==> config.mk <==
export PLATFORM = sky130hd
export DESIGN_NAME = coreTop
export DESIGN_NICKNAME = d
export VERILOG_FILES = /design/src/corePkg.sv /design/src/decExeIf.sv /design/src/coreTop.sv /design/src/resultStage.sv /design/src/executeStage.sv /design/src/decodeStage.sv /design/src/aluCore.sv /design/src/ctrlDecode.sv /design/src/regFile.sv
export SDC_FILE = /design/constraint.sdc
export NUM_CORES = 1
export LEC_CHECK = 0
export ABC_AREA = 1
export BUFFER_PORTS_ARGS = -buffer_cell sky130_fd_sc_hd__buf_4
export CAP_MARGIN = 40
export CORE_ASPECT_RATIO = 1.2
export CORE_UTILIZATION = 60
export CTS_CLUSTER_DIAMETER = 120
export DETAILED_ROUTE_END_ITERATION = 7
export PLACE_DENSITY_LB_ADDON = 0.3
export SYNTH_ARGS = -nofsm -noshare
export SYNTH_HDL_FRONTEND = slang
export SYNTH_SLANG_ARGS = --single-unit
==> constraint.sdc <==
create_clock -name clk -period 4.9 [get_ports clk]
set_clock_uncertainty 0.1 [all_clocks]
set_input_delay 0.98 -clock clk [delete_from_list [all_inputs] [get_ports clk]]
set_output_delay 0.98 -clock clk [all_outputs]
set_load 0.01 [all_outputs]
==> src/corePkg.sv <==
`default_nettype none

package corePkg;

	localparam int DATA_W = 24;
	localparam int REG_W = 4;
	localparam int NUM_REGS = 16;

	// instruction field positions.
	localparam int OPCODE_LSB = 21;
	localparam int S_BIT = 20;
	localparam int RD_LSB = 16;
	localparam int RS_LSB = 12;
	localparam int RT_LSB = 8;
	localparam int IMM8_LSB = 4; // zero-extended operand of immediate ops.
	localparam int FUNCT_LSB = 1;

	typedef logic [DATA_W-1:0] dataT;
	typedef logic [REG_W-1:0] regAddrT;
	typedef logic [DATA_W-1:0] instrT;
	typedef logic [3:0] flagsT; // N, Z, C, V from msb down.

	typedef enum logic [2:0] {
		OP_ALU_REG = 3'b000,
		OP_ALU_IMM = 3'b001,
		OP_MOVE = 3'b010,
		OP_NOP3 = 3'b011,
		OP_NOP4 = 3'b100,
		OP_NOP5 = 3'b101,
		OP_NOP6 = 3'b110,
		OP_NOP7 = 3'b111
	} opcodeE;

	typedef enum logic [2:0] {
		FN_ADD = 3'b000,
		FN_SUB = 3'b001,
		FN_AND = 3'b010,
		FN_OR = 3'b011,
		FN_XOR = 3'b100,
		FN_SHL = 3'b101,
		FN_SHR = 3'b110,
		FN_PASSB = 3'b111
	} aluFunctE;

endpackage

`default_nettype wire
==> src/decExeIf.sv <==
`timescale 1ns/10ps
`default_nettype none

interface decExeIf import corePkg::*; ();

	logic valid; // low marks a bubble.
	logic writeEn;
	regAddrT destReg;
	regAddrT srcA; // register numbers kept for forwarding.
	regAddrT srcB;
	dataT opA;
	dataT opB;
	dataT extImm;
	logic useImm;
	logic isMove;
	aluFunctE aluFunct;
	logic setFlags;

	modport producer (output valid, writeEn, destReg, srcA, srcB, opA, opB,
		extImm, useImm, isMove, aluFunct, setFlags);

	modport consumer (input valid, writeEn, destReg, srcA, srcB, opA, opB,
		extImm, useImm, isMove, aluFunct, setFlags);

endinterface

`default_nettype wire

==> src/coreTop.sv <==
`timescale 1ns/10ps
`default_nettype none

module coreTop import corePkg::*; (
	input logic clk,
	input logic rstN,
	input instrT instr,
	input logic flush,
	output logic wbEn,
	output regAddrT wbReg,
	output dataT wbData,
	output flagsT flags
);

	logic resValid, resWriteEn, resIsMove;
	regAddrT resReg;
	dataT resAlu, resImm;

	decExeIf deIf ();

	decodeStage dec0 (.clk(clk), .rstN(rstN), .instr(instr), .flush(flush), .wbEn(wbEn),
		.wbReg(wbReg), .wbData(wbData), .toExe(deIf.producer));

	// write-back also feeds the forwarding muxes.
	executeStage exe0 (.clk(clk), .rstN(rstN), .fromDec(deIf.consumer), .wbEn(wbEn),
		.wbReg(wbReg), .wbData(wbData), .resValid(resValid), .resWriteEn(resWriteEn),
		.resReg(resReg), .resAlu(resAlu), .resImm(resImm), .resIsMove(resIsMove),
		.flags(flags));

	resultStage res0 (.clk(clk), .rstN(rstN), .resValid(resValid), .resWriteEn(resWriteEn),
		.resReg(resReg), .resAlu(resAlu), .resImm(resImm), .resIsMove(resIsMove),
		.wbEn(wbEn), .wbReg(wbReg), .wbData(wbData));

endmodule

`default_nettype wire

==> src/resultStage.sv <==
`timescale 1ns/10ps
`default_nettype none

module resultStage import corePkg::*; (
	input logic clk,
	input logic rstN,
	input logic resValid,
	input logic resWriteEn,
	input regAddrT resReg,
	input dataT resAlu,
	input dataT resImm,
	input logic resIsMove,
	output logic wbEn,
	output regAddrT wbReg,
	output dataT wbData
);

	logic validQ, writeEnQ, isMoveQ;
	dataT aluQ, immQ;

	always_ff @(posedge clk or negedge rstN) begin
		if (!rstN) begin
			validQ <= 1'b0;
			writeEnQ <= 1'b0;
			isMoveQ <= 1'b0;
			wbReg <= '0;
			aluQ <= '0; // wbData reads zero out of reset.
			immQ <= '0;
		end else begin
			validQ <= resValid;
			writeEnQ <= resWriteEn;
			isMoveQ <= resIsMove;
			wbReg <= resReg;
			aluQ <= resAlu;
			immQ <= resImm;
		end
	end

	assign wbEn = validQ && writeEnQ;
	assign wbData = isMoveQ ? immQ : aluQ;

endmodule

`default_nettype wire

==> src/executeStage.sv <==
`timescale 1ns/10ps
`default_nettype none

module executeStage import corePkg::*; (
	input logic clk,
	input logic rstN,
	decExeIf.consumer fromDec,
	input logic wbEn,
	input regAddrT wbReg,
	input dataT wbData,
	output logic resValid,
	output logic resWriteEn,
	output regAddrT resReg,
	output dataT resAlu,
	output dataT resImm,
	output logic resIsMove,
	output flagsT flags
);

	dataT fwdA, fwdB, aluB, aluY;
	flagsT aluFlags;

	// newest result comes from the result register.
	assign fwdA = (wbEn && (wbReg == fromDec.srcA)) ? wbData : fromDec.opA;
	assign fwdB = (wbEn && (wbReg == fromDec.srcB)) ? wbData : fromDec.opB;
	assign aluB = fromDec.useImm ? fromDec.extImm : fwdB;

	aluCore alu0 (.funct(fromDec.aluFunct), .a(fwdA), .b(aluB), .y(aluY), .nzcv(aluFlags));

	always_ff @(posedge clk or negedge rstN) begin
		if (!rstN) begin
			flags <= '0;
		end else if (fromDec.valid && fromDec.setFlags) begin
			flags <= aluFlags;
		end
	end

	// handed to the result register.
	assign resValid = fromDec.valid;
	assign resWriteEn = fromDec.writeEn;
	assign resReg = fromDec.destReg;
	assign resAlu = aluY;
	assign resImm = fromDec.extImm;
	assign resIsMove = fromDec.isMove;

endmodule

`default_nettype wire

==> src/decodeStage.sv <==
`timescale 1ns/10ps
`default_nettype none

module decodeStage import corePkg::*; (
	input logic clk,
	input logic rstN,
	input instrT instr,
	input logic flush,
	input logic wbEn,
	input regAddrT wbReg,
	input dataT wbData,
	decExeIf.producer toExe
);

	opcodeE opcode;
	aluFunctE funct;
	logic sBit;
	regAddrT rd, rs, rt;
	dataT rdA, rdB;
	dataT immZ, immS, extImm;
	logic writeEn, useImm, isMove, setFlags;
	aluFunctE aluFunct;

	assign opcode = opcodeE'(instr[OPCODE_LSB +: 3]);
	assign sBit = instr[S_BIT];
	assign rd = instr[RD_LSB +: REG_W];
	assign rs = instr[RS_LSB +: REG_W];
	assign rt = instr[RT_LSB +: REG_W];
	assign funct = aluFunctE'(instr[FUNCT_LSB +: 3]);

	assign immZ = {16'b0, instr[IMM8_LSB +: 8]};
	assign immS = {{8{instr[15]}}, instr[15:0]}; // move immediate.
	assign extImm = isMove ? immS : immZ;

	ctrlDecode ctrl0 (.opcode(opcode), .funct(funct), .sBit(sBit), .writeEn(writeEn),
		.useImm(useImm), .isMove(isMove), .aluFunct(aluFunct), .setFlags(setFlags));

	regFile rf0 (.clk(clk), .rstN(rstN), .rdAddrA(rs), .rdAddrB(rt), .rdDataA(rdA),
		.rdDataB(rdB), .wrEn(wbEn), .wrAddr(wbReg), .wrData(wbData));

	// decode-to-execute register.
	always_ff @(posedge clk or negedge rstN) begin
		if (!rstN) begin
			toExe.valid <= 1'b0;
			toExe.writeEn <= 1'b0;
			toExe.setFlags <= 1'b0;
			toExe.useImm <= 1'b0;
			toExe.isMove <= 1'b0;
			toExe.aluFunct <= FN_ADD;
			toExe.destReg <= '0;
			toExe.srcA <= '0;
			toExe.srcB <= '0;
			toExe.opA <= '0;
			toExe.opB <= '0;
			toExe.extImm <= '0;
		end else begin
			toExe.valid <= !flush; // flush loads a bubble.
			toExe.writeEn <= writeEn;
			toExe.setFlags <= setFlags;
			toExe.useImm <= useImm;
			toExe.isMove <= isMove;
			toExe.aluFunct <= aluFunct;
			toExe.destReg <= rd;
			toExe.srcA <= rs;
			toExe.srcB <= rt;
			toExe.opA <= rdA;
			toExe.opB <= rdB;
			toExe.extImm <= extImm;
		end
	end

endmodule

`default_nettype wire

==> src/aluCore.sv <==
`timescale 1ns/10ps
`default_nettype none

module aluCore import corePkg::*; (
	input aluFunctE funct,
	input dataT a,
	input dataT b,
	output dataT y,
	output flagsT nzcv
);

	logic [DATA_W:0] addW, subW; // one extra bit for carry.
	logic carry, ovf;

	assign addW = {1'b0, a} + {1'b0, b};
	assign subW = {1'b0, a} + {1'b0, ~b} + (DATA_W+1)'(1); // carry set means no borrow.

	always_comb begin
		carry = 1'b0;
		ovf = 1'b0;
		case (funct)
			FN_ADD: begin
				y = addW[DATA_W-1:0];
				carry = addW[DATA_W];
				ovf = (a[DATA_W-1] == b[DATA_W-1]) && (y[DATA_W-1] != a[DATA_W-1]);
			end
			FN_SUB: begin
				y = subW[DATA_W-1:0];
				carry = subW[DATA_W];
				ovf = (a[DATA_W-1] != b[DATA_W-1]) && (y[DATA_W-1] != a[DATA_W-1]);
			end
			FN_AND: y = a & b;
			FN_OR: y = a | b;
			FN_XOR: y = a ^ b;
			FN_SHL: y = a << b[3:0]; // only the low four bits shift.
			FN_SHR: y = a >> b[3:0];
			default: y = b;
		endcase
	end

	assign nzcv = {y[DATA_W-1], (y == '0), carry, ovf};

endmodule

`default_nettype wire

==> src/ctrlDecode.sv <==
`timescale 1ns/10ps
`default_nettype none

module ctrlDecode import corePkg::*; (
	input opcodeE opcode,
	input aluFunctE funct,
	input logic sBit,
	output logic writeEn,
	output logic useImm,
	output logic isMove,
	output aluFunctE aluFunct,
	output logic setFlags
);

	always_comb begin
		// defaults describe a no-op.
		writeEn = 1'b0;
		useImm = 1'b0;
		isMove = 1'b0;
		aluFunct = FN_ADD;
		setFlags = 1'b0;
		case (opcode)
			OP_ALU_REG: begin
				writeEn = 1'b1;
				aluFunct = funct;
				setFlags = sBit;
			end
			OP_ALU_IMM: begin
				writeEn = 1'b1;
				useImm = 1'b1; // imm8 replaces rt.
				aluFunct = funct;
				setFlags = sBit;
			end
			OP_MOVE: begin
				writeEn = 1'b1;
				isMove = 1'b1; // alu value is unused for moves.
			end
			default: ;
		endcase
	end

endmodule

`default_nettype wire

==> src/regFile.sv <==
`timescale 1ns/10ps
`default_nettype none

module regFile import corePkg::*; (
	input logic clk,
	input logic rstN,
	input regAddrT rdAddrA,
	input regAddrT rdAddrB,
	output dataT rdDataA,
	output dataT rdDataB,
	input logic wrEn,
	input regAddrT wrAddr,
	input dataT wrData
);

	dataT regs [NUM_REGS];

	always_ff @(posedge clk or negedge rstN) begin
		if (!rstN) begin
			for (int i = 0; i < NUM_REGS; i++) begin
				regs[i] <= '0;
			end
		end else if (wrEn) begin
			regs[wrAddr] <= wrData;
		end
	end

	// write-through, so a same-cycle read sees the new value.
	assign rdDataA = (wrEn && (wrAddr == rdAddrA)) ? wrData : regs[rdAddrA];
	assign rdDataB = (wrEn && (wrAddr == rdAddrB)) ? wrData : regs[rdAddrB];

endmodule

`default_nettype wire

Yosys cells after proc, flatten, opt, wreduce, memory -nomap -nowiden
Index checks and enable logic that the tools add are counted.
{ "classes": {"n_addsub": 3, "n_mul": 0, "div": 0, "magnitude_cmp": 4, "eq_ne": 16, "shifts": 2, "n_mux": 24, "n_bitwise": 7, "n_reduce_logical": 15} }
{ "ops": {"columns": ["op", "n"], "rows": [
  ["384-bit bitwise mux", 1],
  ["24-bit 2-to-1 mux", 12],
  ["24-bit binary-select mux with 4-bit select", 2],
  ["24-bit case mux with 7 select lines", 1],
  ["24-bit demux with 4-bit select", 1],
  ["24-bit by 24-bit adder with 25-bit output", 2],
  ["25-bit by 1-bit adder with 25-bit output, second input constant", 1],
  ["24-bit bitwise AND", 1],
  ["24-bit zero test", 1],
  ["24-bit NOT", 1],
  ["24-bit bitwise OR", 1],
  ["24-bit by 4-bit << shifter with 24-bit output", 1],
  ["24-bit by 4-bit right shift with 24-bit output", 1],
  ["24-bit XOR", 1],
  ["4-bit == test", 4],
  ["5-bit greater-or-equal comparator, second input constant", 3],
  ["4-bit NOT with 5-bit output", 3],
  ["3-bit by 2-bit == test with 1-bit output, second input constant", 3],
  ["3-bit == test, second input constant", 3],
  ["1-bit logical AND", 9],
  ["3-bit by 1-bit == test with 1-bit output, second input constant", 2],
  ["3-bit zero test", 2],
  ["5-bit by 1-bit < comparator with 1-bit output, second input constant", 1],
  ["1-bit 2-to-1 mux", 4],
  ["other kinds (7)", 10]
]} }
{ "word_totals": {"reg_bits": 535, "latchBits": 0, "ram_bits": 0, "romBits": 0, "elab_cells": 106, "n_memories": 0} }

Depth between registers and ports, before layout
{ "depth": {"ltp_word": 10, "mapped_depth": 35} }

Modules after synthesis
A second synthesis with hierarchy kept.
{ "hier_totals": {"cells_unflattened": 5557, "area_unflattened_um2": 36248.5} }
{ "modules_own_cells": {"columns": ["mod", "n_inst", "cells_each", "area_each_um2", "seq_area_each_um2"], "rows": [
  ["regFile", 1, 3531, 23537.6, 9609.2],
  ["aluCore", 1, 1429, 6921.6, 0.0],
  ["decodeStage", 1, 136, 2351.0, 2102.0],
  ["resultStage", 1, 135, 1757.9, 1376.3],
  ["executeStage", 1, 310, 1616.6, 100.1],
  ["ctrlDecode", 1, 16, 63.8, 0.0]
]} }

Worst setup path after synthesis
OpenSTA, ideal clock, no wires.
{ "synth_timing": {"kind": "reg2reg", "from": "reg res0.wbReg[0]", "to": "reg exe0.flags[2]", "setup_ns": 0.065, "arrival_ns": 3.879, "required_ns": 4.735, "slack_ns": 0.856, "path_stages_with_launch": 31, "period_less_slack_ns": 4.044, "cell_sequence": "dfrtp_1 -> buf_4 -> inv_2 -> nor2_1 -> nor2_2 -> nand3_4 -> buf_6 -> inv_2 -> buf_2 -> nand2_1 -> o211ai_1 -> and2_1 -> inv_1 -> ha_1 -> clkbuf_1 -> inv_1 -> a21oi_1 -> o21ai_0 -> a21oi_1 -> o21ai_0 -> o21ai_0 -> nand3_1 -> nor2_1 -> nand2_1 -> nor3_2 -> nand2_1 -> nor2_1 -> nand3_1 -> nor2_1 -> nand2_1 -> nand2_1"} }
{ "synth_via": {"elab_chain_len": 9, "word_cells_on_any_way": 18, "classes_between": "add/sub: 3; eq/ne: 2; shift: 2; mux: 4; bitwise: 4; reduce/logical: 3"} }
{ "synth_rtl": {"columns": ["element", "line_no", "rtl"], "rows": [
  ["start, declared", "resultStage.sv:14", "output regAddrT wbReg,"],
  ["start signal, assigned", "resultStage.sv:33", "wbReg <= resReg;"],
  ["4-bit == test", "executeStage.sv:25", "assign fwdB = (wbEn && (wbReg == fromDec.srcB)) ? wbData : fromDec.opB;"],
  ["1-bit logical AND", "executeStage.sv:25", null],
  ["24-bit 2-to-1 mux", "executeStage.sv:25", null],
  ["24-bit 2-to-1 mux", "executeStage.sv:26", "assign aluB = fromDec.useImm ? fromDec.extImm : fwdB;"],
  ["24-bit NOT", "aluCore.sv:16", "assign subW = {1'b0, a} + {1'b0, ~b} + (DATA_W+1)'(1);"],
  ["24-bit by 24-bit adder with 25-bit output", "aluCore.sv:16", null],
  ["25-bit by 1-bit adder with 25-bit output", "aluCore.sv:16", null],
  ["24-bit case mux with 7 select lines (*)", "aluCore.sv:21", "case (funct)"],
  ["24-bit zero test (*)", "aluCore.sv:41", "assign nzcv = {y[DATA_W-1], (y == '0), carry, ovf};"],
  ["end signal, assigned", "executeStage.sv:34", "flags <= aluFlags;"],
  ["end, declared", "executeStage.sv:17", "output flagsT flags"]
]} }
Mark *: on every way between the ends. The rest lies on a longest branch, timed or not.
A chain may end at the register's enable or synchronous reset.

Worst setup path after layout
{ "layout_timing": {"from": "reg res0.wbReg[3]", "to": "reg exe0.flags[2]"} }
Same word-level chain as after synthesis.

==> reports/results.tsv <==
metric	value	unit
worst reg-to-reg setup slack	0.20	ns
Die H	255.7	µm
Yosys cell types	52	
first-pass GRT wire length	189.9	mm
family with the most delay on the worst path	simple AND/OR/NAND/NOR gates	
count leader, synth	o21ai_0	
ant diodes	0	
maxcap violations	0	
crit-path max FO	19	
Final WS setup	0.1958	ns
Worst EP arrival	5.14	ns
drt first pass iters	6	
Synth area leader	dfrtp_1	
Port Buffers	59	
worst setup path startpoint	res0.wbReg[3]	
vias	33300	
Net count, final	4509	
sequential-to-total area share from yosys stat	0.4037	
CP peak stage delay	0.40	ns
global placement routability congestion	1.081	
clk sinks	519	
total grt overflow	0	
IO Count	60	
chip width	213.4	µm
Warnings, synthesis	0	
DR vias/cell	6.469	
syn avg cell area	7.211	µm²
FF-to-FF Start	res0.wbReg[3]	
Worst R2R Path Depth	28	
Core Rows	92	
Synth Net Count	4568	
Tmin final	4.704	ns
Slew HR	0.2918	
RR Endpoint	exe0.flags[2]	
hold_sp	dec0.toExe.isMove	
Worst setup SP type	flip-flop	
Final period util	0.9600	
Setup crit end kind	flip-flop	
detailed-route DRC error count	0	
Layout area overhead	11.19	%
Final Max Tran Viols	0	
post-detail-place hpwl	82.57	mm
Max Freq	0.2126	GHz
Yosys reg bits	519	
pwr/cell area	417.4	mW/mm²
Core Footprint	0.05272	mm²
area share of the largest cell type after synthesis	0.4037	
hold path cells	0	
Total Wirelength	126.2	mm
Synth Flop Type	dfrtp_1	
layout cells sized above 1	0.1026	
largest net degree at the start of global routing	189	
Total Power	0.01493	W
final hold slack	0.2397	ns
starting DRC count in detailed routing	4327	
Max Buffers Root-to-Sink	3	
final setup fails	0	
post-synthesis cell count	4462	
top post-synthesis cells by count	o21ai_0, nand2_1, dfrtp_1	
top post-synthesis cells by area	dfrtp_1, o21ai_0, nand2_1, nand3_1, a21oi_1	
DR WL/cell	24.51	µm
critical path type	reg -> reg	
Final Hold Fails	0	
Tot GR Track Use	0.4639	
TritonCTS clock tree	built	
hold crit path type	reg -> reg	
clock slew at reported path FFs	0.07	ns
fillers	4620	
Most common cell on crit path	nand2_1	
Routed Antenna Nets	0	
Num CTS Buffers	51	
number of buffers and inverters on the critical path	6	
VDD IR max	0.3296	mV
H-tree depth	2	
die area	0.05456	mm²
CP max stage cell	dfrtp_1	
Initial Utilization	0.6103	
slew at the pin closest to its max-slew limit	1.062	ns
mapped cell area	0.03217	mm²
async set or reset register ratio after synthesis	1.000	
vias in the first global route	31750	
Post-synth EDFFs	0	
root buffer selected by CTS	clkbuf_16	
initial antenna violation count	8	
Leak Pwr	16.40	nW
status	finished, final reports clean	
cts hold-fix bufs	0	
dpl ws	0.07042	ns
required time of the critical path	5.34	ns
hold endpoint	res0.isMoveQ	
unrepaired setup endpoints after global routing	true	
worst skew pair latency	0.60	ns
## worst max path at each step
stage                     to  cells past startpoint
2_1_floorplan  exe0.flags[2]                     30
3_3_place_gp   exe0.flags[2]                     30
3_5_place_dp   exe0.flags[2]                     29
4_1_cts        exe0.flags[2]                     29
5_1_grt        exe0.flags[2]                     27
6_report       exe0.flags[2]                     28
## registers in the layout (all words and copies together), names as in the netlist, 4 cells and up
signal / cells
dec0.toExe.extImm: 16
dec0.toExe.opB: 24
res0.wbReg: 4
dec0.toExe.srcB: 4
dec0.rf0.regs: 384
dec0.toExe.opA: 24
dec0.toExe.srcA: 4
res0.immQ: 16
dec0.toExe.destReg: 4
res0.aluQ: 24
exe0.flags: 4
## area by class of cell
class	count	area [µm²]	share of cell area
Timing Repair Buffer	235	2140	0.05981
Multi-Input combinational cell	3217	16530	0.4622
Clock buffer	72	1508	0.04215
Clock inverter	21	292.8	0.008184
Sequential cell	519	12990	0.3631
Tap cell	705	882.1	0.02466
Inverter	379	1428	0.03991
## routing by layer
metal | share of wire | routed length, µm | track usage | vias to the layer above
li1 | - | - | - | 15030
met1 | 0.34 | 43500 | 0.5590 | 15450
met2 | 0.44 | 55950 | 0.6964 | 2156
met3 | 0.12 | 14790 | 0.1281 | 649
met4 | 0.094 | 11870 | 0.3663 | 14
met5 | 0.00060 | 76 | 0 | -
## where the power goes
| group | leakage, nW | internal, W | total [W] | switching [W] |
|---|---|---|---|---|
| clock | 0.894 | 0.00251 | 0.00422 | 0.00171 |
| sequential | 6.79 | 0.00517 | 0.00576 | 0.000583 |
| combinational | 8.72 | 0.00160 | 0.00495 | 0.00335 |
## layout by cell type, fill, tap and decap left out, types with 70 or more instances in the layout
cell type	n
a21oi_1	281
buf_4	204
dfrtp_1	518
ha_1	70
inv_1	351
nand2_1	804
nand3_1	362
nor2_1	320
o211ai_1	188
o21ai_0	888
## timing repair
item                                    4_1_cts  5_1_grt
endpoints found under the setup margin        0        9
resized for setup                             0       35
setup buffers                                 0        1
## worst register-to-register path, delay by kind of cell (launching register included)
kind                     cells  cell delay (ns)
AO/OA/AOI/OAI                3             0.42
adder cells (fa/ha/maj)      1             0.38
AND/OR/NAND/NOR             18             2.27
buffers and inverters        6             1.07
flip-flops                   1             0.40
## through the flow
step | TNS (ns) | util | cell area (µm²) | cells
floorplan | 0 | - | 32170 | 4462
global placement | 0 | 0.6362 | 33540 | 5039
detailed placement | 0 | 0.6418 | 33840 | 5052
CTS | 0 | 0.6760 | 35640 | 5145
global route | -0.02583 | 0.6785 | 35770 | 5148
finish | 0 | 0.6785 | 35770 | 5148
## cells by family (layout without fill, tap and decap cells)
family	after synthesis	after routing	synth area share
AO/OA/AOI/OAI	1529	1529	0.2653
XOR/XNOR	3	3	0.0008168
adder cells (fa/ha/maj)	79	79	0.03119
buffers and inverters	727	707	0.08855
flip-flops	519	519	0.4037
AND/OR/NAND/NOR	1605	1606	0.2105
No activity file was read; power rests on OpenSTA's default activity.
